==> config.mk <==
export PLATFORM = sky130hd
export DESIGN_NAME = phys_reg_file
export DESIGN_NICKNAME = d
export VERILOG_FILES = /design/src/core_pkg.sv /design/src/phys_reg_file.sv
export SDC_FILE = /design/constraint.sdc
export NUM_CORES = 2
export LEC_CHECK = 0
export BUFFER_PORTS_ARGS = -buffer_cell sky130_fd_sc_hd__buf_2
export CAP_MARGIN = 20
export CORE_ASPECT_RATIO = 1.5
export CORE_UTILIZATION = 45
export DETAILED_ROUTE_END_ITERATION = 6
export PLACE_DENSITY = 0.61
export SYNTH_ARGS = -nofsm -noshare
export SYNTH_HDL_FRONTEND = slang
export SYNTH_SLANG_ARGS = --single-unit
==> constraint.sdc <==
create_clock -name clk -period 5.88 [get_ports clk]
set_input_delay 1.764 -clock clk [delete_from_list [all_inputs] [get_ports clk]]
set_output_delay 1.764 -clock clk [all_outputs]
set_load 0.005 [all_outputs]
==> src/core_pkg.sv <==
package core_pkg;

    // Datapath and register widths
    localparam int XLEN      = 32;
    localparam int ARCH_REGS = 32;
    localparam int AREG_W    = 5;
    localparam int PHYS_REGS = 48;
    localparam int PREG_W    = 6;

    // Queue sizes and latencies
    localparam int ROB_DEPTH  = 8;
    localparam int ROB_ID_W   = 3;
    localparam int IQ_DEPTH   = 4;
    localparam int IQ_ID_W    = 2;
    localparam int MUL_STAGES = 3;
    localparam int IMM_W      = 12;

    // Lane 0 carries the ALU, lane 1 the multiplier
    localparam int CDB_LANES = 2;

    typedef enum logic [2:0] {
        OP_ADD  = 3'd0,
        OP_SUB  = 3'd1,
        OP_AND  = 3'd2,
        OP_OR   = 3'd3,
        OP_XOR  = 3'd4,
        OP_ADDI = 3'd5,
        OP_MUL  = 3'd6
    } op_e;

    typedef struct packed {
        op_e               op;
        logic [AREG_W-1:0] rd;
        logic [AREG_W-1:0] rs1;
        logic [AREG_W-1:0] rs2;
        logic [IMM_W-1:0]  imm;
    } dec_inst_t;

    typedef struct packed {
        logic                valid;
        op_e                 op;
        logic [AREG_W-1:0]   rd;
        logic [PREG_W-1:0]   prd;
        logic [PREG_W-1:0]   old_prd;
        logic [PREG_W-1:0]   prs1;
        logic [PREG_W-1:0]   prs2;
        logic [IMM_W-1:0]    imm;
        logic [ROB_ID_W-1:0] rob_id;
    } dispatch_t;

    typedef struct packed {
        logic                valid;
        op_e                 op;
        logic [XLEN-1:0]     a;
        logic [XLEN-1:0]     b;
        logic [PREG_W-1:0]   prd;
        logic [ROB_ID_W-1:0] rob_id;
    } fu_req_t;

    typedef struct packed {
        logic                valid;
        logic [PREG_W-1:0]   preg;
        logic [ROB_ID_W-1:0] rob_id;
        logic [XLEN-1:0]     value;
    } cdb_t;

    typedef struct packed {
        logic              valid;
        logic [PREG_W-1:0] preg;
    } retire_t;

    typedef struct packed {
        logic [AREG_W-1:0] rd;
        logic [XLEN-1:0]   value;
    } commit_t;

endpackage

==> src/phys_reg_file.sv <==
`timescale 1ns/100ps

module phys_reg_file (
    input  logic                                          clk,
    input  logic                                          rst,
    input  core_pkg::dispatch_t                           dispatch,
    input  core_pkg::cdb_t [core_pkg::CDB_LANES-1:0]      cdb,
    input  logic [1:0][core_pkg::PREG_W-1:0]              src_addr,
    output logic [1:0][core_pkg::XLEN-1:0]                src_data,
    output logic [1:0]                                    src_ready
);
    import core_pkg::*;

    logic [XLEN-1:0]           regs [PHYS_REGS];
    logic [PHYS_REGS-1:0]      ready;
    logic [1:0][PREG_W-1:0]    disp_src;

    always_ff @(posedge clk) begin
        if (rst) begin
            for (int i = 0; i < PHYS_REGS; i++) begin
                regs[i] <= '0;
            end
            ready <= '1;
        end else begin
            // New destination waits for its producer
            if (dispatch.valid && dispatch.rd != '0) begin
                ready[dispatch.prd] <= 1'b0;
            end
            // Physical 0 backs x0 and is never written
            for (int l = 0; l < CDB_LANES; l++) begin
                if (cdb[l].valid && cdb[l].preg != '0) begin
                    regs[cdb[l].preg]  <= cdb[l].value;
                    ready[cdb[l].preg] <= 1'b1;
                end
            end
        end
    end

    assign src_data[0] = regs[src_addr[0]];
    assign src_data[1] = regs[src_addr[1]];

    assign disp_src[0] = dispatch.prs1;
    assign disp_src[1] = dispatch.prs2;

    // Readiness for the dispatching instruction, bypassing same-cycle CDB writes
    always_comb begin
        for (int s = 0; s < 2; s++) begin
            src_ready[s] = ready[disp_src[s]];
            for (int l = 0; l < CDB_LANES; l++) begin
                if (cdb[l].valid && cdb[l].preg == disp_src[s]) begin
                    src_ready[s] = 1'b1;
                end
            end
        end
    end

endmodule

# Yosys cells after proc, flatten, opt, wreduce, memory -nomap -nowiden
# Memories as Yosys holds them, arrays and structs flattened.
# Cells that the tools add are included.
# op_classes
order_cmp,8
eq_ne,4
mux,33
n_bitwise,4
n_reduce_logical,15
# ops
cell,count
two-way mux 48 bit,5
bitwise OR 48 bit,2
two-way mux 32 bit,2
OR reduction 32 bit,2
AND 48 bit,1
inverter 48 bit,1
less-than comparator 6 x 7 -> 1 bit (second input constant),5
equality test 6 bit,4
two-way mux 1 bit,19
demux 1 bit (select 6 bit),3
>= comparator 6 x 1 -> 1 bit (second input constant),3
binary-select mux 1 bit (select 6 bit),2
two-way mux 6 bit,2
nonzero test 6 bit,2
logical AND 1 bit,10
nonzero test 5 bit,1
# totals
reg_bits,48
ramBits,1536
inputBits,146
output_inout_bits,66
word_cells,66
mem_count,1
# memory_table
memory,words,width,rd,rd_ports_with_merged_regs,write_ports,line_no,rtl
regs,48,32,2,0,48,phys_reg_file.sv:14,logic [XLEN-1:0] regs [PHYS_REGS];

# Logic depth before layout (Yosys ltp)
# logic_depth
depth_word,13
mapped_depth,10
ltp_nobuf,6

# Worst setup path before layout
# No wires, ideal clock.
# synth_path
path_kind,input port to output port
from,input port src_addr[0] (netlist name)
to,output port src_data[2] (netlist name)
arrival_time_ns,3.529
required_ns,4.116
slack_ns,0.587
cell_stages,9
n_path_buf,4
path_cell_list,buf_6 > buf_4 > buf_4 > buf_2 > mux4_2 > a221oi_1 > o21ai_0 > o21ai_0 > nor2_1
# synth_lines
item,line_no,rtl
start: declaration,phys_reg_file.sv:8,"input logic [1:0][core_pkg::PREG_W-1:0] src_addr,"
end: declaration,phys_reg_file.sv:9,"output logic [1:0][core_pkg::XLEN-1:0] src_data,"

==> impl_metrics.yaml <==
routing:
  post-route-drc-count: 40
  avgRoutedWirePerCell_um: 45.5
  vias: 92200
  viasPerCell: 7.77
  first_iter_violations: 15200
  drt_pre_antenna_iters: 7
  routed_wl_um: 541000
  drtAntennaViolNets: 0
run:
  drv_cap: 0
worst_setup_path:
  rrSetupSlack_ns: 5.24
  worstPathRequired_ns: 4.12
  start_kind: "primary input"
  arrival_ns: 4.23
  worst-setup-path-type: "in2out"
  path_max_fanout: 6
  end_kind: "output pin"
global_route:
  grt_overflow: 0
  grt_pass1_vias: 91600
  grt_max_degree: 64
  antenna_found_initial: 32
  grt_pass1_wl_um: 728000
  grt_usage_pct: 39.2
sta:
  grt_setup_unrepaired: "yes"
  hold_violations: 0
  setup_viol: 31
  max_freq_mhz: 167
  worst_slack_ns: -0.114
  final.setup_skew_ns: 0
  maxSlewHeadroom_pct: 19.9
  whs_ns: 0.486
  period_needed_ns: 5.99
  drv_slew: 0
  finalCritPeriodShare_pct: 102
  tightest_slew_ns: 1.19
clock_network:
  clk_pin_slew_ns: 0.07
  cts_tree: "done"
  cts_made_buffers: 207
  hold_buffers: 0
  htreeDepth: 4
  clock-root-buffer: "clkbuf_16"
  clockBufferDepth: 4
  clkLatencyLatePin_ns: 0.92
  cts_num_sinks: 2096
die:
  fp-row-count: 231
  die_w_um: 424
  initial_core_util_pct: 45.4
  dieArea_mm2: 0.269
  ios: 212
  core_area_mm2: 0.264
  die_h_um: 634
logic_synthesis:
  ys_ff_latch: 2096
  netlist_instances: 7799
  synth_top_cell_by_area: "edfxtp_1"
  synth_warnings: 0
  synth_area_mm2: 0.120
  yosys.area.top_type_share_pct: 51.2
  synth_edf_count: 2048
  synth_top_flop_cell: "edfxtp_1"
  ys_types: 61
  async_reset_ff_share_pct: 0
  syn_area_per_cell_um2: 15.4
  ys_seq_area_share_pct: 52.1
  synthTopCellsByArea: "edfxtp_1 (51%), mux4_2 (20%), a22o_1 (11%)"
pwr:
  cellPowerDensity_mw_per_mm2: 260
  p_leak_uw: 0.0480
  finalPower_uw: 36900
  ir_drop_mv: 0.227
finish:
  drive_above_1_share_pct: 43.4
  seq_area_mm2: 0.0625
  final_common_cell: "edfxtp_1"
  final_cells: 11900
  most-common-layout-cells: "edfxtp_1 (2048), a22o_1 (1555), mux4_2 (1039)"
  multiInputGateArea_mm2: 0.0552
  nets: 8342
  fillerInstances: 21200
  fin_area_mm2: 0.142
  areaGrowthSynthToFinish_pct: 18.2
placed_design:
  placedInstanceArea_mm2: 0.132
  gp_congestion: 0.987
  hpwl_um: 347000
  post-place-cells: 11400
  dp_slack_ns: -0.742
  io_buffers: 181
outcome:
  status: "finished with violations"
  violations: "DRC, setup timing"
min_path:
  hold_path_class: "reg2reg"
==> state kept, by name, indices dropped and copies added, names as in the netlist <==
name / flops
ready: 48
regs: 2048
==> power breakdown <==
part	leakage, µW	internal [µW]	switching [µW]
Sequential	0.0196	17000	342
Clock	0.00319	7390	6160
Combinational	0.0252	2500	3450
==> synthesized netlist by cell type, types with 48 or more instances <==
library cell,n
o21ai_0,115
a211oi_1,64
o221ai_1,65
mux2i_1,191
mux4_2,1039
edfxtp_1,2048
o22ai_1,55
mux2_2,530
a221oi_1,117
clkbuf_1,752
a22o_1,1556
dfxtp_1,48
buf_1,92
buf_4,57
nor2_1,115
buf_2,274
nor3_1,65
nand2b_1,61
nand2_1,82
a21oi_1,108
==> cells by family after synthesis <==
group / after synthesis / share of synthesized area [%]
AO/OA/AOI/OAI: 2210 / 15.2
flip-flops: 2096 / 52.1
multiplexers: 1760 / 26.1
buffers and inverters: 1194 / 4.27
AND/OR/NAND/NOR: 514 / 2.23
XOR/XNOR: 24 / 0.175
other: 1 / 0.00313
==> critical path: stages <==
cell	delay (ns)
buf_16	0.12
buf_12	0.15
buf_16	0.16
clkbuf_16	0.20
buf_8	0.13
mux4_2	0.35
mux2i_4	0.07
a221oi_4	0.53
nand2_2	0.11
a221oi_4	0.31
buf_4	0.19
buf_6	0.09
==> stage by stage <==
step	utilization [%]	setup TNS, ns
finish	53.6	-1.35
floorplan	-	0
global placement	49.7	-19.04
global route	53.6	-0.664
CTS	53.0	-0.414
detailed placement	49.7	-18.36
==> final timing paths <==
| kind | startpoint | end | cells past startpoint |
|---|---|---|---|
| worst max-delay path | src_addr[6] | src_data[35] | 12 |
| worst min-delay path | ready[22]$_SDFF_PP1_ | ready[22]$_SDFF_PP1_ | 2 |
| worst max register to register | ready[34]$_SDFF_PP1_ | ready[34]$_SDFF_PP1_ | 2 |
| worst min register to register | ready[22]$_SDFF_PP1_ | ready[22]$_SDFF_PP1_ | 2 |
==> layout make-up <==
type / count / share of cell area [%]
Sequential cell: 2096 / 44.1
Multi-Input combinational cell: 4540 / 38.9
Timing Repair Buffer: 1343 / 9.31
Clock buffer: 244 / 3.80
Tap cell: 3495 / 3.08
Clock inverter: 123 / 0.791
Antenna cell: 21 / 0.0371
Inverter: 8 / 0.0247
==> metal layers <==
| metal | vias up | wire length [µm] | track usage, % |
|---|---|---|---|
| li1 | 33900 | - | - |
| met5 | - | 189 | 0 |
| met4 | 22 | 56300 | 33.8 |
| met2 | 8663 | 248000 | 61.7 |
| met3 | 2717 | 71500 | 11.4 |
| met1 | 46900 | 165000 | 43.7 |
==> repair_timing <==
item,4_1_cts,5_1_grt
resized for setup,289,161
gates cloned,11,9
pin swaps,22,39
endpoints found under the setup margin,64,62
setup buffers,47,53
Note: power is estimated with default switching activity, not from simulation.
