File: src/core_pkg.sv
package core_pkg;

    // Datapath and register widths
    localparam int XLEN      = 32;
    localparam int ARCH_REGS = 32;
    localparam int AREG_W    = 5;
    localparam int PHYS_REGS = 48;
    localparam int PREG_W    = 6;

    // Queue sizes and latencies
    localparam int ROB_DEPTH  = 8;
    localparam int ROB_ID_W   = 3;
    localparam int IQ_DEPTH   = 4;
    localparam int IQ_ID_W    = 2;
    localparam int MUL_STAGES = 3;
    localparam int IMM_W      = 12;

    // Lane 0 carries the ALU, lane 1 the multiplier
    localparam int CDB_LANES = 2;

    typedef enum logic [2:0] {
        OP_ADD  = 3'd0,
        OP_SUB  = 3'd1,
        OP_AND  = 3'd2,
        OP_OR   = 3'd3,
        OP_XOR  = 3'd4,
        OP_ADDI = 3'd5,
        OP_MUL  = 3'd6
    } op_e;

    typedef struct packed {
        op_e               op;
        logic [AREG_W-1:0] rd;
        logic [AREG_W-1:0] rs1;
        logic [AREG_W-1:0] rs2;
        logic [IMM_W-1:0]  imm;
    } dec_inst_t;

    typedef struct packed {
        logic                valid;
        op_e                 op;
        logic [AREG_W-1:0]   rd;
        logic [PREG_W-1:0]   prd;
        logic [PREG_W-1:0]   old_prd;
        logic [PREG_W-1:0]   prs1;
        logic [PREG_W-1:0]   prs2;
        logic [IMM_W-1:0]    imm;
        logic [ROB_ID_W-1:0] rob_id;
    } dispatch_t;

    typedef struct packed {
        logic                valid;
        op_e                 op;
        logic [XLEN-1:0]     a;
        logic [XLEN-1:0]     b;
        logic [PREG_W-1:0]   prd;
        logic [ROB_ID_W-1:0] rob_id;
    } fu_req_t;

    typedef struct packed {
        logic                valid;
        logic [PREG_W-1:0]   preg;
        logic [ROB_ID_W-1:0] rob_id;
        logic [XLEN-1:0]     value;
    } cdb_t;

    typedef struct packed {
        logic              valid;
        logic [PREG_W-1:0] preg;
    } retire_t;

    typedef struct packed {
        logic [AREG_W-1:0] rd;
        logic [XLEN-1:0]   value;
    } commit_t;

endpackage

File: src/exec_units.sv
`timescale 1ns/100ps

module exec_units (
    input  logic                                     clk,
    input  logic                                     rst,
    input  core_pkg::fu_req_t                        alu_req,
    input  core_pkg::fu_req_t                        mul_req,
    output core_pkg::cdb_t [core_pkg::CDB_LANES-1:0] cdb
);
    import core_pkg::*;

    cdb_t            alu_q;
    cdb_t            mul_pipe [MUL_STAGES];
    logic [XLEN-1:0] alu_result;
    logic [XLEN-1:0] imm_ext;
    logic [XLEN-1:0] mul_lo;

    assign imm_ext = {{(XLEN - IMM_W){alu_req.b[IMM_W-1]}}, alu_req.b[IMM_W-1:0]};

    always_comb begin
        case (alu_req.op)
            OP_ADD:  alu_result = alu_req.a + alu_req.b;
            OP_SUB:  alu_result = alu_req.a - alu_req.b;
            OP_AND:  alu_result = alu_req.a & alu_req.b;
            OP_OR:   alu_result = alu_req.a | alu_req.b;
            OP_XOR:  alu_result = alu_req.a ^ alu_req.b;
            OP_ADDI: alu_result = alu_req.a + imm_ext;
            default: alu_result = '0;
        endcase
    end

    // Single-cycle ALU onto lane 0
    always_ff @(posedge clk) begin
        alu_q.preg   <= alu_req.prd;
        alu_q.rob_id <= alu_req.rob_id;
        alu_q.value  <= alu_result;
        if (rst) begin
            alu_q.valid <= 1'b0;
        end else begin
            alu_q.valid <= alu_req.valid;
        end
    end

    // Low half of the product only
    assign mul_lo = mul_req.a * mul_req.b;

    // Product and tag travel down the stages together
    always_ff @(posedge clk) begin
        mul_pipe[0].preg   <= mul_req.prd;
        mul_pipe[0].rob_id <= mul_req.rob_id;
        mul_pipe[0].value  <= mul_lo;
        for (int s = 1; s < MUL_STAGES; s++) begin
            mul_pipe[s] <= mul_pipe[s-1];
        end
        if (rst) begin
            for (int s = 0; s < MUL_STAGES; s++) begin
                mul_pipe[s].valid <= 1'b0;
            end
        end else begin
            mul_pipe[0].valid <= mul_req.valid;
        end
    end

    assign cdb[0] = alu_q;
    assign cdb[1] = mul_pipe[MUL_STAGES-1];

endmodule

File: config.mk
export PLATFORM = sky130hd
export DESIGN_NAME = exec_units
export DESIGN_NICKNAME = d
export VERILOG_FILES = /design/src/core_pkg.sv /design/src/exec_units.sv
export SDC_FILE = /design/constraint.sdc
export NUM_CORES = 1
export LEC_CHECK = 0
export BUFFER_PORTS_ARGS = -buffer_cell sky130_fd_sc_hd__buf_2
export CORE_AREA = 2 2 190 192
export DETAILED_ROUTE_END_ITERATION = 16
export DIE_AREA = 0 0 192 194
export PLACE_DENSITY = 0.95
export SYNTH_ARGS = -nofsm -noshare
export SYNTH_HDL_FRONTEND = slang
export SYNTH_SLANG_ARGS = --single-unit
export TNS_END_PERCENT = 1
File: constraint.sdc
create_clock -name clk -period 14.8 [get_ports clk]
set_input_delay 2.96 -clock clk [delete_from_list [all_inputs] [get_ports clk]]
set_output_delay 2.96 -clock clk [all_outputs]
set_load 0.01 [all_outputs]
### Word level (Yosys, flattened, before mapping)

Memories as Yosys holds them, arrays and structs flattened.
Index checks and enable logic that the tools add are counted.

* eq/ne operators: 5
* $add $sub $neg: 3
* multipliers: 1
* bitwise gates (word level): 6
* reductions and logical operators: 1
* multiplexer cells: 7

Operators with widths (count)
* $pmux 32 s6: 1
* $add 32x32->32: 2
* $and 32x32->32: 1
* $mul 32x32->32: 1
* $or 32x32->32: 1
* $sub 32x32->32: 1
* $xor 32x32->32: 1
* $eq 3x2->1 const B: 2
* $eq 3x3->1 const B: 2
* $mux 1: 6
* $eq 3x1->1 const B: 1
* $logic_not 3->1: 1
* $or 1x1->1 const A: 2
* $or 1x1->1: 1

* bits in registers: 42
* logic and storage cells: 28
* output and inout port bits: 84
* memories kept: 1
* bits in writable memories: 126
* bits of input ports: 156

Memory list
* mul_pipe: words 3, width 42, read ports 3, clocked after Yosys merged registers in 0, write ports 3, RTL line exec_units.sv:13 `cdb_t mul_pipe [MUL_STAGES];`

### Depth between registers and ports, before layout

* word-level depth: 3
* mapped depth: 27

### Worst setup path before layout

OpenSTA, ideal clock, no wires.

* path kind: in2reg
* start: input mul_req[11] in the netlist's numbering
* end: memory mul_pipe[0][29] in the netlist's numbering
* stages on the path: 25
* library setup time: 0.072 ns
* path buffers: 2
* path slack: 5.655 ns
* arrival time: 9.072 ns
* required time: 14.728 ns
* path through: clkbuf_1 > clkbuf_1 > and2_1 > fa_1 > inv_1 > fa_1 > fa_1 > fa_1 > inv_1 > fa_1 > inv_1 > fa_1 > inv_1 > fa_1 > fa_1 > ha_1 > a21oi_1 > o21ai_0 > a311o_1 > a21oi_1 > a21oi_1 > nand4_1 > nand2_1 > nor2_1 > xnor2_1

RTL lines
* from (decl): RTL line exec_units.sv:7 `input core_pkg::fu_req_t mul_req,`
* to (decl): RTL line exec_units.sv:13

==> metrics <==
die width approximately 190 µm; total setup buffers inserted after CTS 0; Yosys top cell by area fa_1; largest net degree at the start of global routing between 60 and 70; Synth Area in XOR/XNOR 0.0457; core box area around 0.035 mm²; Core Rows 69; arrival time worst endpoint between 9 and 10 ns; final hold violations 0; # hold bufs at CTS 0; FF-to-FF End mul_pipe[1][41]$_SDFF_PP0_; DR iter-0 viols between 1500 and 2000; Final Cycle Share 0.646; relative slew slack 0.269; Worst Setup Start Kind input port; CP Class input port to flip-flop; fin. max-slew vios 0; Post-synth EDFFs 0; Sink Count 168; Area growth, synth to finish 8.37%; worst reg2reg startpoint mul_pipe[0][41]$_SDFF_PP0_; Clk Latency, worst-skew pair 0.44 ns; CTS clock-pin slew for the worst setup and hold paths 0.07 ns; mux contribution to synthesized area 0.00214; most frequent cells in the layout inv_1, fa_1, nand2_1; die area roughly 0.037 mm²; post-DP HPWL around 49000 µm; cts repair resizes 0; Synth Net Count roughly 3400; Final GP Congestion about 0.94; post-synthesis compound-gate area fraction 0.0862; total CTS buffers 17; TNS Setup 0 ns; Netlist cell types 67; Synth warnings 0; Layout Utilization 0.720; Mean Syn Cell Area about 9 µm²; Initial Util 0.664; max cap viols 0; minimum clock period roughly 9.6 ns; H-Tree Depth 4; reg2reg path depth 1; status finished clean; I/O pins 240; Seq/Total Area, Yosys 0.144; total track usage 0.348; post-DR wirelength/cell a little under 20 µm; drt drc 0; clock tree buffer depth 2; largest family of logic cells by synthesized area adder cells; fillers ~2300; port buffer count 236; CP endpoint mul_pipe[0][31]$_DFF_P_; remaining antenna violation count 0; fin nets 3499; post-synth top area share 0.350; global-route wire length before repair roughly 100000 µm; vias in the first global route 21000; initial antenna violation count 2; Detailed Routing Iterations Pass 1 6; vias per inst about 6.0; Max Fclk between 0.1 and 0.15 GHz; grt ovf 0; via count approximately 19000; final setup vio count 0; Critical Path Sink Type flip-flop; Clock Root Buffer clkbuf_16; R2R setup slack 14.28 ns; RSZ-0062 raised after global routing no; Layout Skew roughly 0.0074 ns; CTS tree yes; worst slew pin tran 1.09 ns; most common cell after layout, fill and taps aside inv_1; Area contributors post-synth fa_1, dfxtp_1, ha_1; layout cell share with drive strength beyond 1 0.104; top_reg_cell synth dfxtp_1; Detailed Route WL between 60000 and 70000 µm; critical path required time about 15 ns; Die Span Y between 150 and 200 µm; Final Cell Area between 0.02 and 0.03 mm²; Crit Path Max Fanout 23; Synth Area in Simple Gates 0.160; asr flop ratio synth 0; Crit. Startpoint mul_req[50]; Hold Path Class flip-flop to flip-flop; mapped cell area around 0.023 mm²; Post-Syn Instances between 2000 and 3000; placed inst area 0.0247 mm²; flops & latches, synth around 170; adder-cell share of the synthesized area 0.467
==> per-layer routing <==
layer  wire (µm)  part of all wire  track usage  vias to the layer above
met3        7390              0.12       0.0876                      406
met1       21500              0.34        0.403                     9127
met4        4680             0.074        0.230                        2
li1            -                 -            -                     8203
met2       29600              0.47        0.572                     1388
met5          12           0.00019            0                        -
==> per-stage QoR <==
step                      setup WS, ns  hold WS [ns]  instances
after floorplan                   5.66         0.310       2571
after global placement            5.22         0.311       3157
after detailed placement          4.95         0.312       3157
after CTS                         5.39         0.329       3189
after global routing              5.14         0.332       3190
final                             5.24         0.327       3190
==> flip-flops by register name (all words and copies together), names as in the netlist <==
| signal | count |
|---|---|
| cdb | 42 |
| mul_pipe | 126 |
==> worst min-delay path by stage <==
stage	from	to	slack [ns]	cells after the start
detailed placement	mul_pipe[0][28]$_DFF_P_	mul_pipe[1][28]$_DFF_P_	0.31	0
CTS	mul_pipe[0][33]$_DFF_P_	mul_pipe[1][33]$_DFF_P_	0.33	0
global placement	mul_pipe[0][16]$_DFF_P_	mul_pipe[1][16]$_DFF_P_	0.31	0
finish	mul_pipe[1][8]$_DFF_P_	mul_pipe[2][8]$_DFF_P_	0.33	0
floorplan	mul_pipe[0][0]$_DFF_P_	mul_pipe[1][0]$_DFF_P_	0.31	0
global route	mul_pipe[0][28]$_DFF_P_	mul_pipe[1][28]$_DFF_P_	0.33	0
==> cells in the mapped netlist (5+ instances only) <==
cell type,count
nand2b_1,7
a21o_1,19
mux2i_1,5
o21ai_0,69
nand2_1,293
nand3_1,8
o211ai_1,6
nand4_1,8
a31oi_1,16
clkbuf_1,109
o21a_1,14
and2_1,282
a22o_1,6
fa_1,409
o31ai_1,11
nor3_1,18
a21oi_1,81
nor2_1,84
nor2b_1,12
xnor2_1,89
o221ai_1,5
inv_1,477
o22ai_1,13
dfxtp_1,168
o21bai_1,8
ha_1,219
or3_1,6
xor2_1,33
a211oi_1,24
==> cell families after synthesis <==
logic type | after synthesis
compound gates | 314
simple gates | 742
xor+xnor | 122
flops | 168
mux | 5
fa+ha+maj | 628
buf+inv | 592
==> worst max-delay path, cell delays in order <==
cell and delay (ns):
buf_2 0.49, nand2_1 0.21, fa_1 0.46, inv_1 0.09
fa_1 0.45, fa_1 0.55, inv_1 0.07, fa_1 0.48
inv_1 0.06, fa_1 0.50, inv_1 0.05, fa_1 0.53
inv_1 0.05, fa_1 0.49, fa_1 0.41, ha_1 0.37
a21oi_1 0.18, o21ai_0 0.14, a311o_1 0.37, a21oi_1 0.36
a21oi_1 0.18, nand4_1 0.15, a31oi_1 0.11, xnor2_1 0.14
==> area by class of cell <==
| class | count | area, µm² | share of cell area |
|---|---|---|---|
| diodes | 1 | 2.50 | 0.0000987 |
| clock buffers | 17 | 425 | 0.0168 |
| clock inverters | 15 | 181 | 0.00716 |
| inverters | 478 | 1790 | 0.0708 |
| multi-input cells | 1811 | 17800 | 0.702 |
| flip-flops and latches | 168 | 3360 | 0.133 |
| well taps | 461 | 577 | 0.0228 |
| repair buffers | 239 | 1200 | 0.0475 |
Power is left out: the tool's default activity adds up to more than one toggle a clock period on the data nets, which glitch-free logic cannot reach.
