==> src/core_pkg.sv <==
package core_pkg;

    // Datapath and register widths
    localparam int XLEN      = 32;
    localparam int ARCH_REGS = 32;
    localparam int AREG_W    = 5;
    localparam int PHYS_REGS = 48;
    localparam int PREG_W    = 6;

    // Queue sizes and latencies
    localparam int ROB_DEPTH  = 8;
    localparam int ROB_ID_W   = 3;
    localparam int IQ_DEPTH   = 4;
    localparam int IQ_ID_W    = 2;
    localparam int MUL_STAGES = 3;
    localparam int IMM_W      = 12;

    // Lane 0 carries the ALU, lane 1 the multiplier
    localparam int CDB_LANES = 2;

    typedef enum logic [2:0] {
        OP_ADD  = 3'd0,
        OP_SUB  = 3'd1,
        OP_AND  = 3'd2,
        OP_OR   = 3'd3,
        OP_XOR  = 3'd4,
        OP_ADDI = 3'd5,
        OP_MUL  = 3'd6
    } op_e;

    typedef struct packed {
        op_e               op;
        logic [AREG_W-1:0] rd;
        logic [AREG_W-1:0] rs1;
        logic [AREG_W-1:0] rs2;
        logic [IMM_W-1:0]  imm;
    } dec_inst_t;

    typedef struct packed {
        logic                valid;
        op_e                 op;
        logic [AREG_W-1:0]   rd;
        logic [PREG_W-1:0]   prd;
        logic [PREG_W-1:0]   old_prd;
        logic [PREG_W-1:0]   prs1;
        logic [PREG_W-1:0]   prs2;
        logic [IMM_W-1:0]    imm;
        logic [ROB_ID_W-1:0] rob_id;
    } dispatch_t;

    typedef struct packed {
        logic                valid;
        op_e                 op;
        logic [XLEN-1:0]     a;
        logic [XLEN-1:0]     b;
        logic [PREG_W-1:0]   prd;
        logic [ROB_ID_W-1:0] rob_id;
    } fu_req_t;

    typedef struct packed {
        logic                valid;
        logic [PREG_W-1:0]   preg;
        logic [ROB_ID_W-1:0] rob_id;
        logic [XLEN-1:0]     value;
    } cdb_t;

    typedef struct packed {
        logic              valid;
        logic [PREG_W-1:0] preg;
    } retire_t;

    typedef struct packed {
        logic [AREG_W-1:0] rd;
        logic [XLEN-1:0]   value;
    } commit_t;

endpackage

==> src/reorder_buffer.sv <==
`timescale 1ns/100ps

module reorder_buffer (
    input  logic                                     clk,
    input  logic                                     rst,
    input  core_pkg::dispatch_t                      dispatch,
    input  core_pkg::cdb_t [core_pkg::CDB_LANES-1:0] cdb,
    output logic [core_pkg::ROB_ID_W-1:0]            rob_tail,
    output logic                                     rob_full,
    output core_pkg::retire_t                        retire,
    output logic                                     commit_req,
    output core_pkg::commit_t                        commit,
    input  logic                                     commit_ack
);
    import core_pkg::*;

    logic [AREG_W-1:0]    rd_mem [ROB_DEPTH];
    logic [PREG_W-1:0]    old_mem [ROB_DEPTH];
    logic [XLEN-1:0]      value_mem [ROB_DEPTH];
    logic [ROB_DEPTH-1:0] done;
    logic [ROB_ID_W-1:0]  head;
    logic [ROB_ID_W-1:0]  tail;
    logic [ROB_ID_W:0]    count;
    logic                 req_q;
    logic                 pop;
    logic                 head_ready;

    assign rob_tail   = tail;
    assign rob_full   = (count == (ROB_ID_W + 1)'(ROB_DEPTH));
    assign head_ready = (count != '0) && done[head];

    assign commit_req   = req_q;
    assign pop          = req_q && commit_ack;
    assign commit.rd    = rd_mem[head];
    // x0 always retires as zero
    assign commit.value = (rd_mem[head] == '0) ? '0 : value_mem[head];

    assign retire.valid = pop && (rd_mem[head] != '0);
    assign retire.preg  = old_mem[head];

    // Entry payload
    always_ff @(posedge clk) begin
        if (dispatch.valid) begin
            rd_mem[tail]  <= dispatch.rd;
            old_mem[tail] <= dispatch.old_prd;
        end
        for (int l = 0; l < CDB_LANES; l++) begin
            if (cdb[l].valid) begin
                value_mem[cdb[l].rob_id] <= cdb[l].value;
            end
        end
    end

    always_ff @(posedge clk) begin
        if (rst) begin
            head  <= '0;
            tail  <= '0;
            count <= '0;
            done  <= '0;
            req_q <= 1'b0;
        end else begin
            if (dispatch.valid) begin
                tail       <= tail + 1'b1;
                done[tail] <= 1'b0;
            end
            for (int l = 0; l < CDB_LANES; l++) begin
                if (cdb[l].valid) begin
                    done[cdb[l].rob_id] <= 1'b1;
                end
            end
            if (pop) begin
                head <= head + 1'b1;
            end
            count <= count + {{ROB_ID_W{1'b0}}, dispatch.valid} - {{ROB_ID_W{1'b0}}, pop};

            // New commit request only after ack has dropped
            if (pop) begin
                req_q <= 1'b0;
            end else if (!req_q && head_ready && !commit_ack) begin
                req_q <= 1'b1;
            end
        end
    end

endmodule

==> config.mk <==
export PLATFORM = sky130hd
export DESIGN_NAME = reorder_buffer
export DESIGN_NICKNAME = d
export VERILOG_FILES = /design/src/core_pkg.sv /design/src/reorder_buffer.sv
export SDC_FILE = /design/constraint.sdc
export NUM_CORES = 1
export LEC_CHECK = 0
export BUFFER_PORTS_ARGS = -buffer_cell sky130_fd_sc_hd__buf_4
export CORE_AREA = 2 2 176 178
export DETAILED_ROUTE_END_ITERATION = 12
export DIE_AREA = 0 0 178 180
export GPL_TIMING_DRIVEN = 0
export PLACE_DENSITY = 0.78
export SYNTH_ARGS = -nofsm -noshare
export SYNTH_HDL_FRONTEND = slang
export SYNTH_SLANG_ARGS = --single-unit
==> constraint.sdc <==
create_clock -name clk -period 7.5 [get_ports clk]
set_input_delay 0 -clock clk [delete_from_list [all_inputs] [get_ports clk]]
set_output_delay 0 -clock clk [all_outputs]
set_load 0.02 [all_outputs]
# Yosys cells after proc, flatten, opt, wreduce, memory -nomap -nowiden
# Memories as Yosys holds them, arrays and structs flattened. A register that Yosys moved wholly into a read port is not among the register bits.
# Index checks and enable logic that the tools add are counted.
# totals
ramBits,344
output_inout_bits,49
register_bits,19
memories,3
# memory_table
memory,depth,word_bits,read_ports,rd_ports_with_merged_regs,wr,line_no,text
value_mem,8,32,1,1,2,reorder_buffer.sv:19,logic [XLEN-1:0] value_mem [ROB_DEPTH];
old_mem,8,6,1,1,1,reorder_buffer.sv:18,logic [PREG_W-1:0] old_mem [ROB_DEPTH];
rd_mem,8,5,1,1,1,reorder_buffer.sv:17,logic [AREG_W-1:0] rd_mem [ROB_DEPTH];
# classes
addsub,4
n_eq_ne,1
bitwise_logic,4
n_reduce_logical,14
n_lt_le_gt_ge,7
mux,26
# op_table
cell,n
2-to-1 mux 8 bit,5
2-to-1 mux 32 bit,1
2-to-1 mux 3 bit,6
"< comparator 3 x 4 -> 1 bit, second input constant",4
bitwise OR 8 bit,2
2-to-1 mux 1 bit,10
demux 1 bit (select 3 bit),3
"greater-or-equal comparator 3 x 1 -> 1 bit, second input constant",3
AND 8 bit,1
logical AND 1 bit,8
inverter 8 bit,1
"adder 3 x 1 -> 3 bit, second input constant",2
logical NOT 5 bit,1
nonzero test 5 bit,1
adder 4 x 1 -> 4 bit,1
"equality test 4 bit, second input constant",1
nonzero test 4 bit,1
subtractor 4 x 1 -> 4 bit,1
binary-select mux 1 bit (select 3 bit),1
logical NOT 1 bit,2
OR reduction 2 bit,1

# Logic depth before layout (Yosys ltp)
# logic_depth
word_depth,13
depth_mapped,9
depth_no_buf,9

# Worst setup path after synthesis
# Ideal clock, no wire load.
# synth_path
kind,input to register
start,input port cdb[34] (netlist bit)
end,"memory value_mem[3][0], enable pin"
required_ns,7.032
slack_ns,4.518
cell_stages,2
arrival_ns,2.514
n_path_buf,0
cell_sequence,nand2b_1 > o21ai_0
# synth_lines
item,line_no,text
"start, declared",reorder_buffer.sv:7,"input core_pkg::cdb_t [core_pkg::CDB_LANES-1:0] cdb,"
"end, declared",reorder_buffer.sv:19,

==> results.md <==
- Post-synthesis register bit count: 366
- PostCTS Resize Cnt: 0
- Simple-Gate Fraction of Synth Area: 1.793%
- Total track usage: 26.98%
- Hold wc startpoint: cdb[32]
- Final HPWL DP: 25910 µm
- # port buffers: 131
- Crit-path most repeated cell: buf_2
- Drt drc: 0
- Mapped Cells: 951
- Grt peak-use layer: met2
- Met3 Usage GRT: 4.674%
- Area of the core: 0.03019 mm²
- Hold buffers post-CTS: 115
- Run status: finished, final reports clean
- RSZ-0062 raised after global routing: no
- Synth Cell Area: 0.01731 mm²
- Reg2Reg Capture Point: commit_req
- Sequential area share after synthesis: 62.22%
- Sw Ratio: 22.12%
- Number of buffers created by CTS: 38
- Nets@finish: 1391
- Max Freq: 0.2701 GHz
- CP max-delay cell: mux2i_1
- TritonCTS clock tree: built
- R2r setup slk: 5.34 ns
- GP Congestion: 0.7983
- Sw power: 1044 µW
- Hold Path Class: in2reg
- Post-CTS Repair Setup Buffers: 0
- Wire per inst: 25.21 µm
- Initial drt markers: 1047
- Worst-Skew Late Latency: 0.53 ns
- 1st-pass router iterations: 5
- Actual slew at the worst max-slew pin: 1.356 ns
- Pwr dens: 220.3 mW/mm²
- Slowest stage delay, CP: 0.83 ns
- Largest family of logic cells by synthesized area: multiplexers
- Met1 usage: 36.26%
- Dominant synthesized flop cell: edfxtp_1
- Reg-to-reg startpoint: head[0]
- Combinational Power Share: 10.8%
- Grt ovf: 0
- P_int: 3676 µW
- Routed Antenna Nets: 0
- R2r worst-path depth: 5
- Flop pwr share: 50.4%
- Mapped Avg Cell Area: 18.20 µm²
- Fin crit share: 49.37%
- Async SR Flop Fraction: 0%
- CTS clk-pin slew, worst paths: 0.06 ns
- CP Cell Sequence: buf_6 > buf_2 > buf_2 > mux2i_1 > buf_2 > a21oi_2 > buf_4
- DR vias: 10100
- Vias in the first global route: 10840
- Layout cells sized above 1: 47.41%
- Placed Instances: 1487
- Maximum vdd drop: 177.0 µV
- Unique masters post-synth: 38
- First-pass GRT wire length: 64480 µm
- Syn_nets: 1095
- Final Hold Vio Count: 0
- Cell accounting for the most synthesized area: edfxtp_1
- Max Cap Viol: 0
- Die Height: 180 µm
- Top cells by area, synth: edfxtp_1 60%, mux2_2 17%, mux4_2 11%
- CP startpoint kind: flip-flop
- Initial core utilization: 57.34%
- Setup TNS: 0 ns
- Slew Viols, Final: 0
- Crit path max fanout: 10
- Worst Hold Path EP: done[0]
- Fillers: 1921
- Root Buffer: clkbuf_16
- Static leakage: 0.007178 µW
- CP Capture Type: output port
- Clock skew: 0.01441 ns
- Critical path class: reg2out
- Syn. warnings: 0
- Post-synthesis mux area share: 30.83%
- Synth Area in Compound Gates: 2.443%
- WP data required: 7.50 ns
- Largest net degree at the start of global routing: 33
- GR Layer Usage met2: 45.72%
- Post-Synth Adder-Cell Area: 0.6939%
- Post-synth EDFFs: 344
- WL final: 42130 µm
- Die area: 0.03204 mm²
- Xor and xnor area share after synthesis: 0.2530%
- Area Overhead vs Synth: 23.80%
- Final setup fails: 0
- Clk sinks: 366
- Bufs on Longest Clock Path: 3
- Row Count: 64
- WP data arrival: 3.70 ns
- Commonest non-fill, non-tap cell in the layout: edfxtp_1
- Min-Delay Path Depth: 4
- Minimum clock period: 3.703 ns
- Die width: 178 µm
- Share of the synthesized area in the top cell type: 59.68%
- IO Pins: 184
- Post-Layout Cell Count: 1671
- H-tree depth: 2
- DR vias/cell: 6.042
- Worst slew margin: 9.277%
- Clock share of power: 38.7%
- Initial antenna violation count: 3
- Commonest cells after routing, fill and taps aside: 344 x edfxtp_1, 261 x mux2_2, 131 x buf_4
how the worst max path moves through the flow:
| stage | endpoint | slack [ns] | startpoint | cells after the start |
|---|---|---|---|---|
| 5_1_grt | commit[12] | 3.65 | flip-flop | 7 |
| 2_1_floorplan | value_mem[3][0] | 4.52 | cdb[34] | 2 |
| 6_report | commit[12] | 3.80 | flip-flop | 7 |
| 4_1_cts | commit[12] | 3.77 | flip-flop | 7 |
| 3_5_place_dp | commit[12] | 4.35 | flip-flop | 7 |
| 3_3_place_gp | done[3] | 1.66 | cdb[34] | 4 |
state kept, by name (all words and copies together), names as in the netlist, named ones only:
name        flops
count           4
old_mem        48
done            8
rob_tail        3
commit_req      1
rd_mem         40
head            3
value_mem     256
area by class of cell:
| cell class | count | area, µm² | share of cell area [%] |
|---|---|---|---|
| Sequential cell | 366 | 10770 | 50.26 |
| Multi-Input combinational cell | 516 | 6314 | 29.46 |
| Timing Repair Buffer | 256 | 2338 | 10.91 |
| Clock buffer | 52 | 1065 | 4.969 |
| Tap cell | 396 | 495.5 | 2.312 |
| Buffer | 59 | 267.8 | 1.250 |
| Clock inverter | 15 | 137.6 | 0.6423 |
| Inverter | 10 | 37.54 | 0.1752 |
| Antenna cell | 1 | 2.502 | 0.01168 |
synth_stat cells (2+ instances only):
master	n
ha_1	8
nor3_1	5
nand2b_1	10
nor2b_1	8
dfxtp_1	22
a21oi_2	30
o21ba_2	5
edfxtp_1	344
buf_1	6
nand4b_1	2
mux4_2	87
nor2_1	17
mux2_1	5
xnor2_1	2
mux2i_1	34
inv_1	10
mux2_2	261
xor2_1	3
o21ai_0	5
clkbuf_1	36
nand2_1	9
buf_6	4
nand3_1	2
buf_2	13
a21oi_1	10
worst max-delay path: cells and delay by family (launching register included):
kind	cells	cell delay, ns
AO/OA/AOI/OAI	1	0.14
buffers and inverters	5	1.78
multiplexers	1	0.83
flip-flops	1	0.41
per-stage QoR:
stage	cell area, µm²	hold WS, ns	util (%)	total power [µW]	setup slack [ns]
after floorplan	17310	0.07931	-	2681	4.518
after global placement	18790	0.1951	62.23	2852	1.660
after detailed placement	19060	0.1989	63.14	2877	4.354
after CTS	21410	0.007276	70.93	4735	3.773
after global routing	21430	0.05969	70.97	4864	3.648
final	21430	0.04066	70.98	4720	3.797
power groups by stage:
stage / Clock [µW] / Sequential [µW] / Combinational, µW
after floorplan: 0 / 2420 / 264
after global placement: 0 / 2430 / 425
after detailed placement: 0 / 2420 / 453
after CTS: 1850 / 2380 / 508
after global routing: 1930 / 2390 / 548
final: 1830 / 2380 / 510
routing by layer:
metal / part of all wire, % / wire length [µm]
met1: 40 / 16970
met2: 51 / 21440
met3: 6.6 / 2791
met4: 2.1 / 898
met5: 0.064 / 27
cell families (layout without fill, tap and decap cells):
family,Yosys count,in the layout
other,0,1
AOI/OAI and AO/OA,55,55
DFF,366,366
adders and majority gates,9,9
muxes,389,389
xor gates and xnor gates,5,5
buffers and inverters,69,392
and+or+nand+nor,58,58
Note: power is estimated with default switching activity, not from simulation.
