$ cat src/core_pkg.sv
package core_pkg;

    // Datapath and register widths
    localparam int XLEN      = 32;
    localparam int ARCH_REGS = 32;
    localparam int AREG_W    = 5;
    localparam int PHYS_REGS = 48;
    localparam int PREG_W    = 6;

    // Queue sizes and latencies
    localparam int ROB_DEPTH  = 8;
    localparam int ROB_ID_W   = 3;
    localparam int IQ_DEPTH   = 4;
    localparam int IQ_ID_W    = 2;
    localparam int MUL_STAGES = 3;
    localparam int IMM_W      = 12;

    // Lane 0 carries the ALU, lane 1 the multiplier
    localparam int CDB_LANES = 2;

    typedef enum logic [2:0] {
        OP_ADD  = 3'd0,
        OP_SUB  = 3'd1,
        OP_AND  = 3'd2,
        OP_OR   = 3'd3,
        OP_XOR  = 3'd4,
        OP_ADDI = 3'd5,
        OP_MUL  = 3'd6
    } op_e;

    typedef struct packed {
        op_e               op;
        logic [AREG_W-1:0] rd;
        logic [AREG_W-1:0] rs1;
        logic [AREG_W-1:0] rs2;
        logic [IMM_W-1:0]  imm;
    } dec_inst_t;

    typedef struct packed {
        logic                valid;
        op_e                 op;
        logic [AREG_W-1:0]   rd;
        logic [PREG_W-1:0]   prd;
        logic [PREG_W-1:0]   old_prd;
        logic [PREG_W-1:0]   prs1;
        logic [PREG_W-1:0]   prs2;
        logic [IMM_W-1:0]    imm;
        logic [ROB_ID_W-1:0] rob_id;
    } dispatch_t;

    typedef struct packed {
        logic                valid;
        op_e                 op;
        logic [XLEN-1:0]     a;
        logic [XLEN-1:0]     b;
        logic [PREG_W-1:0]   prd;
        logic [ROB_ID_W-1:0] rob_id;
    } fu_req_t;

    typedef struct packed {
        logic                valid;
        logic [PREG_W-1:0]   preg;
        logic [ROB_ID_W-1:0] rob_id;
        logic [XLEN-1:0]     value;
    } cdb_t;

    typedef struct packed {
        logic              valid;
        logic [PREG_W-1:0] preg;
    } retire_t;

    typedef struct packed {
        logic [AREG_W-1:0] rd;
        logic [XLEN-1:0]   value;
    } commit_t;

endpackage

$ cat src/dispatch_rename.sv
`timescale 1ns/100ps

module dispatch_rename (
    input  logic                          clk,
    input  logic                          rst,
    input  logic                          inst_req,
    input  core_pkg::dec_inst_t           inst,
    output logic                          inst_ack,
    input  logic [core_pkg::ROB_ID_W-1:0] rob_tail,
    input  logic                          rob_full,
    input  logic                          iq_full,
    input  core_pkg::retire_t             retire,
    output core_pkg::dispatch_t           dispatch
);
    import core_pkg::*;

    typedef enum logic [1:0] {
        S_IDLE,
        S_WAIT,
        S_ACK
    } intake_e;

    intake_e              state;
    logic [PREG_W-1:0]    rat [ARCH_REGS];
    logic [PHYS_REGS-1:0] free_map;
    logic [PREG_W-1:0]    new_preg;
    logic                 have_free;
    logic                 need_reg;
    logic                 fire;

    // Lowest-numbered free register wins
    always_comb begin
        new_preg  = '0;
        have_free = 1'b0;
        for (int i = PHYS_REGS - 1; i >= 0; i--) begin
            if (free_map[i]) begin
                new_preg  = PREG_W'(i);
                have_free = 1'b1;
            end
        end
    end

    // x0 never gets a new mapping
    assign need_reg = (inst.rd != '0);
    assign fire     = (state == S_WAIT) && !rob_full && !iq_full && (have_free || !need_reg);
    assign inst_ack = (state == S_ACK) || fire;

    always_comb begin
        dispatch.valid   = fire;
        dispatch.op      = inst.op;
        dispatch.rd      = inst.rd;
        dispatch.prd     = need_reg ? new_preg : '0;
        dispatch.old_prd = rat[inst.rd];
        dispatch.prs1    = rat[inst.rs1];
        // ADDI has no second source; physical 0 is always ready
        dispatch.prs2    = (inst.op == OP_ADDI) ? '0 : rat[inst.rs2];
        dispatch.imm     = inst.imm;
        dispatch.rob_id  = rob_tail;
    end

    // Four-phase intake
    always_ff @(posedge clk) begin
        if (rst) begin
            state <= S_IDLE;
        end else begin
            case (state)
                S_IDLE: begin
                    if (inst_req) begin
                        state <= S_WAIT;
                    end
                end
                S_WAIT: begin
                    if (fire) begin
                        state <= S_ACK;
                    end
                end
                S_ACK: begin
                    if (!inst_req) begin
                        state <= S_IDLE;
                    end
                end
                default: begin
                    state <= S_IDLE;
                end
            endcase
        end
    end

    // Alias table and free bitmap
    always_ff @(posedge clk) begin
        if (rst) begin
            for (int i = 0; i < ARCH_REGS; i++) begin
                rat[i] <= PREG_W'(i);
            end
            free_map <= {{(PHYS_REGS - ARCH_REGS){1'b1}}, {ARCH_REGS{1'b0}}};
        end else begin
            if (fire && need_reg) begin
                rat[inst.rd]       <= new_preg;
                free_map[new_preg] <= 1'b0;
            end
            if (retire.valid) begin
                free_map[retire.preg] <= 1'b1;
            end
        end
    end

endmodule

$ cat config.mk
export PLATFORM = sky130hd
export DESIGN_NAME = dispatch_rename
export DESIGN_NICKNAME = d
export VERILOG_FILES = /design/src/core_pkg.sv /design/src/dispatch_rename.sv
export SDC_FILE = /design/constraint.sdc
export NUM_CORES = 1
export LEC_CHECK = 0
export BUFFER_PORTS_ARGS = -buffer_cell sky130_fd_sc_hd__buf_4
export CAP_MARGIN = 20
export CORE_ASPECT_RATIO = 0.75
export CORE_MARGIN = 1
export CORE_UTILIZATION = 45
export CTS_CLUSTER_SIZE = 8
export DETAILED_ROUTE_END_ITERATION = 10
export SYNTH_ARGS = -nofsm -noshare
export SYNTH_HDL_FRONTEND = slang
export SYNTH_SLANG_ARGS = --single-unit
export TNS_END_PERCENT = 30
$ cat constraint.sdc
create_clock -name clk -period 3.2 [get_ports clk]
set_input_delay 0.16 -clock clk [delete_from_list [all_inputs] [get_ports clk]]
set_output_delay 0.16 -clock clk [all_outputs]
set_load 0.01 [all_outputs]
Word level (Yosys, flattened, before mapping)
Memory sizes are Yosys's and may differ from the RTL's.
Cells that the tools add are included.
{ "word_totals": {"register_bits": 50, "out_inout_bits": 49, "latch_bits": 0, "romBits": 0, "input_bits": 45, "ram_bits": 192, "word_cells": 148, "mem_count": 1} }
{ "memory_table": {"columns": ["name", "words", "width", "read_ports", "rd_ports_with_merged_regs", "wr", "line", "text"], "rows": [
  ["rat", 32, 6, 3, 0, 32, "dispatch_rename.sv:24", "logic [PREG_W-1:0] rat [ARCH_REGS];"]
]} }
{ "classes": {"reduce_logical": 15, "eq_ne": 6, "n_mux": 117, "div": 0, "n_addsub": 0, "bitwise": 3, "n_mul": 0, "n_shift": 0, "magnitude_cmp": 4} }
{ "op_table": {"columns": ["cell", "n"], "rows": [
  ["6-bit 2-to-1 mux", 51],
  ["48-bit 2-to-1 mux", 3],
  ["1-bit 2-to-1 mux", 56],
  ["48-bit AND", 1],
  ["48-bit inverter", 1],
  ["48-bit bitwise OR", 1],
  ["6-bit by 7-bit less-than comparator with 1-bit output (second input constant)", 2],
  ["1-bit demux with 6-bit select", 2],
  ["6-bit by 1-bit >= comparator with 1-bit output (second input constant)", 2],
  ["1-bit logical AND", 6],
  ["2-bit 2-to-1 mux", 3],
  ["2-bit inequality test (second input constant)", 3],
  ["2-bit one-hot mux with 3 select lines", 1],
  ["6-bit OR reduction", 1],
  ["5-bit 2-to-1 mux", 1],
  ["5-bit nonzero test", 1],
  ["3-bit equality test (second input constant)", 1],
  ["1-bit logical NOT", 3],
  ["3-bit AND reduction", 1],
  ["2-bit by 1-bit equality test with 1-bit output (second input constant)", 1],
  ["2-bit equality test (second input constant)", 1],
  ["2-bit logical NOT", 1],
  ["1-bit logical OR", 2]
]} }

Depth between registers and ports, before layout
{ "depth": {"ltp_word": 58, "ltp_mapped": 9, "ltp_nobuf": 7} }

Least setup slack after synthesis
OpenSTA, ideal clock, no wires.
{ "synth_timing": {"path_type": "input-to-reg", "start": "in inst[26] (netlist name)", "end": "mem rat[21][0] (enable)", "setup_slack_ps": 267, "required_ps": 2823, "arrival_time_ps": 2556, "setup_time_ps": 377, "path_stages": 8, "path_buffers": 2, "path_cell_list": "or3_1 clkbuf_1 nor3_1 o31ai_4 nor2_1 nand3b_1 buf_2 o21ai_0"} }
{ "synth_lines": {"columns": ["item", "line", "text"], "rows": [
  ["start: declaration", "dispatch_rename.sv:7", "input core_pkg::dec_inst_t inst,"],
  ["end: declaration", "dispatch_rename.sv:24", null]
]} }

Worst setup path in the final report
{ "layout_timing": {"start": "reg free_map[24]", "end": "out inst_ack"} }
{ "layout_between": {"elab_chain_len": 28} }
{ "layout_lines": {"columns": ["item", "line", "text"], "rows": [
  ["start: declaration", "dispatch_rename.sv:25", "logic [PHYS_REGS-1:0] free_map;"],
  ["start signal: assignment", "dispatch_rename.sv:95", "free_map <= {{(PHYS_REGS - ARCH_REGS){1'b1}}, {ARCH_REGS{1'b0}}};"],
  ["1-bit 2-to-1 mux (25 in a row)", "dispatch_rename.sv:36", "if (free_map[i]) begin"],
  ["1-bit logical OR", "dispatch_rename.sv:45", "assign fire = (state == S_WAIT) && !rob_full && !iq_full && (have_free || !need_reg);"],
  ["1-bit logical AND", "dispatch_rename.sv:45", null],
  ["1-bit logical OR", "dispatch_rename.sv:46", "assign inst_ack = (state == S_ACK) || fire;"],
  ["end: declaration", "dispatch_rename.sv:8", "output logic inst_ack,"]
]} }
Every way passes these cells.

==> summary.md <==
| Metric | Value |
|---|---|
| Outcome | `finished clean` |
| Reg-to-reg slack, setup | `90 ps` |
| Worst r2r src | `free_map[24]` |
| Most frequent cells in the layout | `edfxtp_1, mux4_2, buf_4` |
| RSZ-0062 raised after global routing | `true` |
| Die area | `between 30000 and 40000 sq um` |
| CP Capture Type | `output port` |
| Final WL | `51570 um` |
| Drt pass-1 iters | `6` |
| DRT iter0 DRCs | `1796` |
| I/O pin total | `between 90 and 100` |
| Final WS setup | `approximately 77 ps` |
| Commonest non-fill, non-tap cell in the layout | `edfxtp_1` |
| Setup_tns | `0 ps` |
| Largest delay share family, worst path | `simple AND/OR/NAND/NOR gates` |
| Die H | `158.6 um` |
| Internal | `6.018 mW` |
| FILL cells | `2708` |
| Global-route wire length before repair | `75020 um` |
| Crit-path max cell delay | `650 ps` |
| Hold Path Origin | `retire[5]` |
| Synth Register Bits | `around 240` |
| Async SR Flop Fraction | `0%` |
| Worst setup path category | `reg2out` |
| Width of the die | `approximately 210 um` |
| TritonCTS clock tree | `done` |
| Post-synth EDFFs | `approximately 190` |
| Mapped Area | `14710 sq um` |
| Hold Path End | `free_map[14]` |
| Max Cap Viol | `0` |
| Final #Nets | `1284` |
| Initial antenna violation count | `4` |
| Final ANT Viol Nets | `0` |
| Post-CTS setup buffers | `0` |
| Area Growth Syn to Fin | `15.13%` |
| Sequential power share | `42.9%` |
| RR Endpoint | `state[1]` |
| Hold/Removal Path Class | `in2reg` |
| Setup-failing EPs final | `0` |
| PortBufs | `63` |
| Min cycle time layout | `3123 ps` |
| Max rail drop VDD | `0.3205 mV` |
| Normalized max-slew margin | `24.48%` |
| Fmax | `between 300 and 400 MHz` |
| DP Worst Slack | `-24.36 ps` |
| Pin count of the biggest net entering global routing | `58` |
| Root Driver | `clkbuf_16` |
| Share of cells above drive strength 1 | `30.25%` |
| Longest Clk Path Bufs | `3` |
| Final Skew | `26.39 ps` |
| Routed via count | `11790` |
| Sink Count | `242` |
| Final Hold Fails | `0` |
| Wirelength per Cell | `30.53 um` |
| Critical Path, Cell by Cell | `or4_1 > nor4_2 > nand3_1 > o31ai_4 > buf_4 > o21ai_0 > buf_4` |
| Static leakage | `5.199 nW` |
| Synth Area per Inst | `12.48 sq um` |
| Post-synthesis sequential area ratio | `45.99%` |
| Arr. time, crit path | `2960 ps` |
| Most used cell, CP | `buf_4` |
| Power Dens Cells | `482.9 nW/um^2` |
| GRT Total Usage | `approximately a third` |
| Final worst path period share | `97.58%` |
| Switching share of total power | `about a quarter` |
| Worst Path Required | `just over 3000 ps` |
| Std cell rows | `56` |
| Total clock buffers created by CTS | `36` |
| Starting Density | `46.35%` |
| Most used DFF post-synth | `edfxtp_1` |
| Fin. max-slew vios | `0` |
| Critical path buffer and inverter count | `2` |
| Slowest CP cell | `or4_1` |
| Part of the power in combinational logic | `between 10 and 15%` |
| Placed cell areas | `15880 sq um` |
| Reg2Reg Depth | `9` |
| Post-route cell area | `16940 sq um` |
| Cell Count, Final, Fillers Out | `1689` |
| Synth warnings | `0` |
| CTS clock-pin slew for the worst setup and hold paths | `50 ps` |
| Worst Tran Pin Value | `~1100 ps` |
| Post-DP HPWL | `36450 um` |
| Reg area | `about 6800 sq um` |
| Worst-Skew Late Latency | `530 ps` |
| Clock power share | `a little over two fifths` |
| Placeable Area | `roughly 32000 sq um` |
| Netlist cell types | `57` |
| Vias per Instance | `6.980` |
| P_sw | `2.161 mW` |
| Critical Path Source Type | `register` |
| Footprint of the multi-input gates | `7316 sq um` |
| Power after layout | `8.179 mW` |
| GRT overflow | `0` |
| Synth Instances | `1179` |
| Number of cells after detailed placement | `1630` |
| H-tree depth | `2` |
| Gpl congestion | `between 0.9 and 1` |
| # DRC | `0` |
| Vias in the first global route | `11000` |
| Max FO, Critical Path | `14` |
| Hold path depth | `4` |
| Crit path from | `free_map[24]` |
[state kept, by name, indices dropped and copies added (netlist names)]
signal and cells:
free_map 48, rat 192, state 2
[how the worst max path moves through the flow]
stage | end | cells after the start | slack [ps]
after floorplan | rat[21][0] | 8 | 270
after global placement | rat[3][1] | 9 | 150
after detailed placement | rat[19][2] | 9 | -20
after CTS | rat[19][3] | 9 | 110
after global routing | dispatch[34] | 8 | -20
final | inst_ack | 7 | 80
[synth_stat cells, drive strengths merged, types with 7 or more instances]
cell      n  area share [%]
a211oi   12            0.61
a21oi    45             1.5
a22oi    26             1.3
a311oi   17             1.0
and2      8            0.34
and3      7            0.30
buf      60             2.3
clkbuf   79             2.0
dfxtp    50             6.8
edfxtp  192              39
inv      15            0.38
mux4    168              26
nand2    74             1.9
nand3    57             1.9
nand3b    7            0.36
nand4    11            0.47
nor2     89             2.3
nor2b     9            0.38
nor3     94             3.2
nor4     18            0.81
o21ai    44             1.5
o31ai     7            0.45
or4       8            0.41
[what timing repair did]
item | CTS | global route
resized for setup | 0 | 4
hold buffers | 5 | 0
endpoints found under the hold margin | 5 | 0
endpoints found under the setup margin | 0 | 9
[kinds of logic (layout without fill, tap and decap cells)]
group	count (synthesis)	count (layout)	share of synthesized area, %
AND/OR/NAND/NOR	408	408	13.73
other	1	7	0.02549
multiplexers	180	180	26.59
buffers and inverters	154	223	4.678
flip-flops	242	242	45.99
AO/OA/AOI/OAI	194	194	8.990
[layout make-up]
class / count / share of cell area [%]
Antenna cell: 1 / 0.01477
Tap cell: 435 / 3.213
Timing Repair Buffer: 156 / 7.417
Clock buffer: 49 / 5.732
Clock inverter: 3 / 0.1477
Multi-Input combinational cell: 788 / 43.19
Inverter: 15 / 0.3324
Sequential cell: 242 / 39.95
[power groups by stage]
stage          logic (mW)  registers (mW)  clock network [mW]
3_5_place_dp         1.16            3.56                   0
6_report             1.20            3.51                3.47
3_3_place_gp         1.16            3.56                   0
2_1_floorplan       0.709            3.54                   0
4_1_cts              1.17            3.50                3.49
5_1_grt              1.25            3.51                3.59
[per-layer routing]
metal	routed length [um]	share of wire, %	vias to the layer above	global-route usage (%)
li1	-	-	4862	-
met1	20620	40	5945	44.68
met2	20730	40	880	42.54
met3	9040	18	95	15.82
met4	1045	2.0	8	7.419
met5	128	0.25	-	1.199
[worst min-delay path: stages]
cell     delay (ps)
buf_4           130
nor2_1           50
nand2_1          80
o21ai_0          70
[per-stage QoR]
stage | util (%) | hold WS, ps
after detailed placement | 50.02 | 320.1
final | 53.36 | 34.91
after global placement | 50.02 | 320.1
after floorplan | - | 307.1
after global routing | 53.35 | 66.50
after CTS | 53.32 | 14.54
Note: power is estimated with default switching activity, not from simulation.
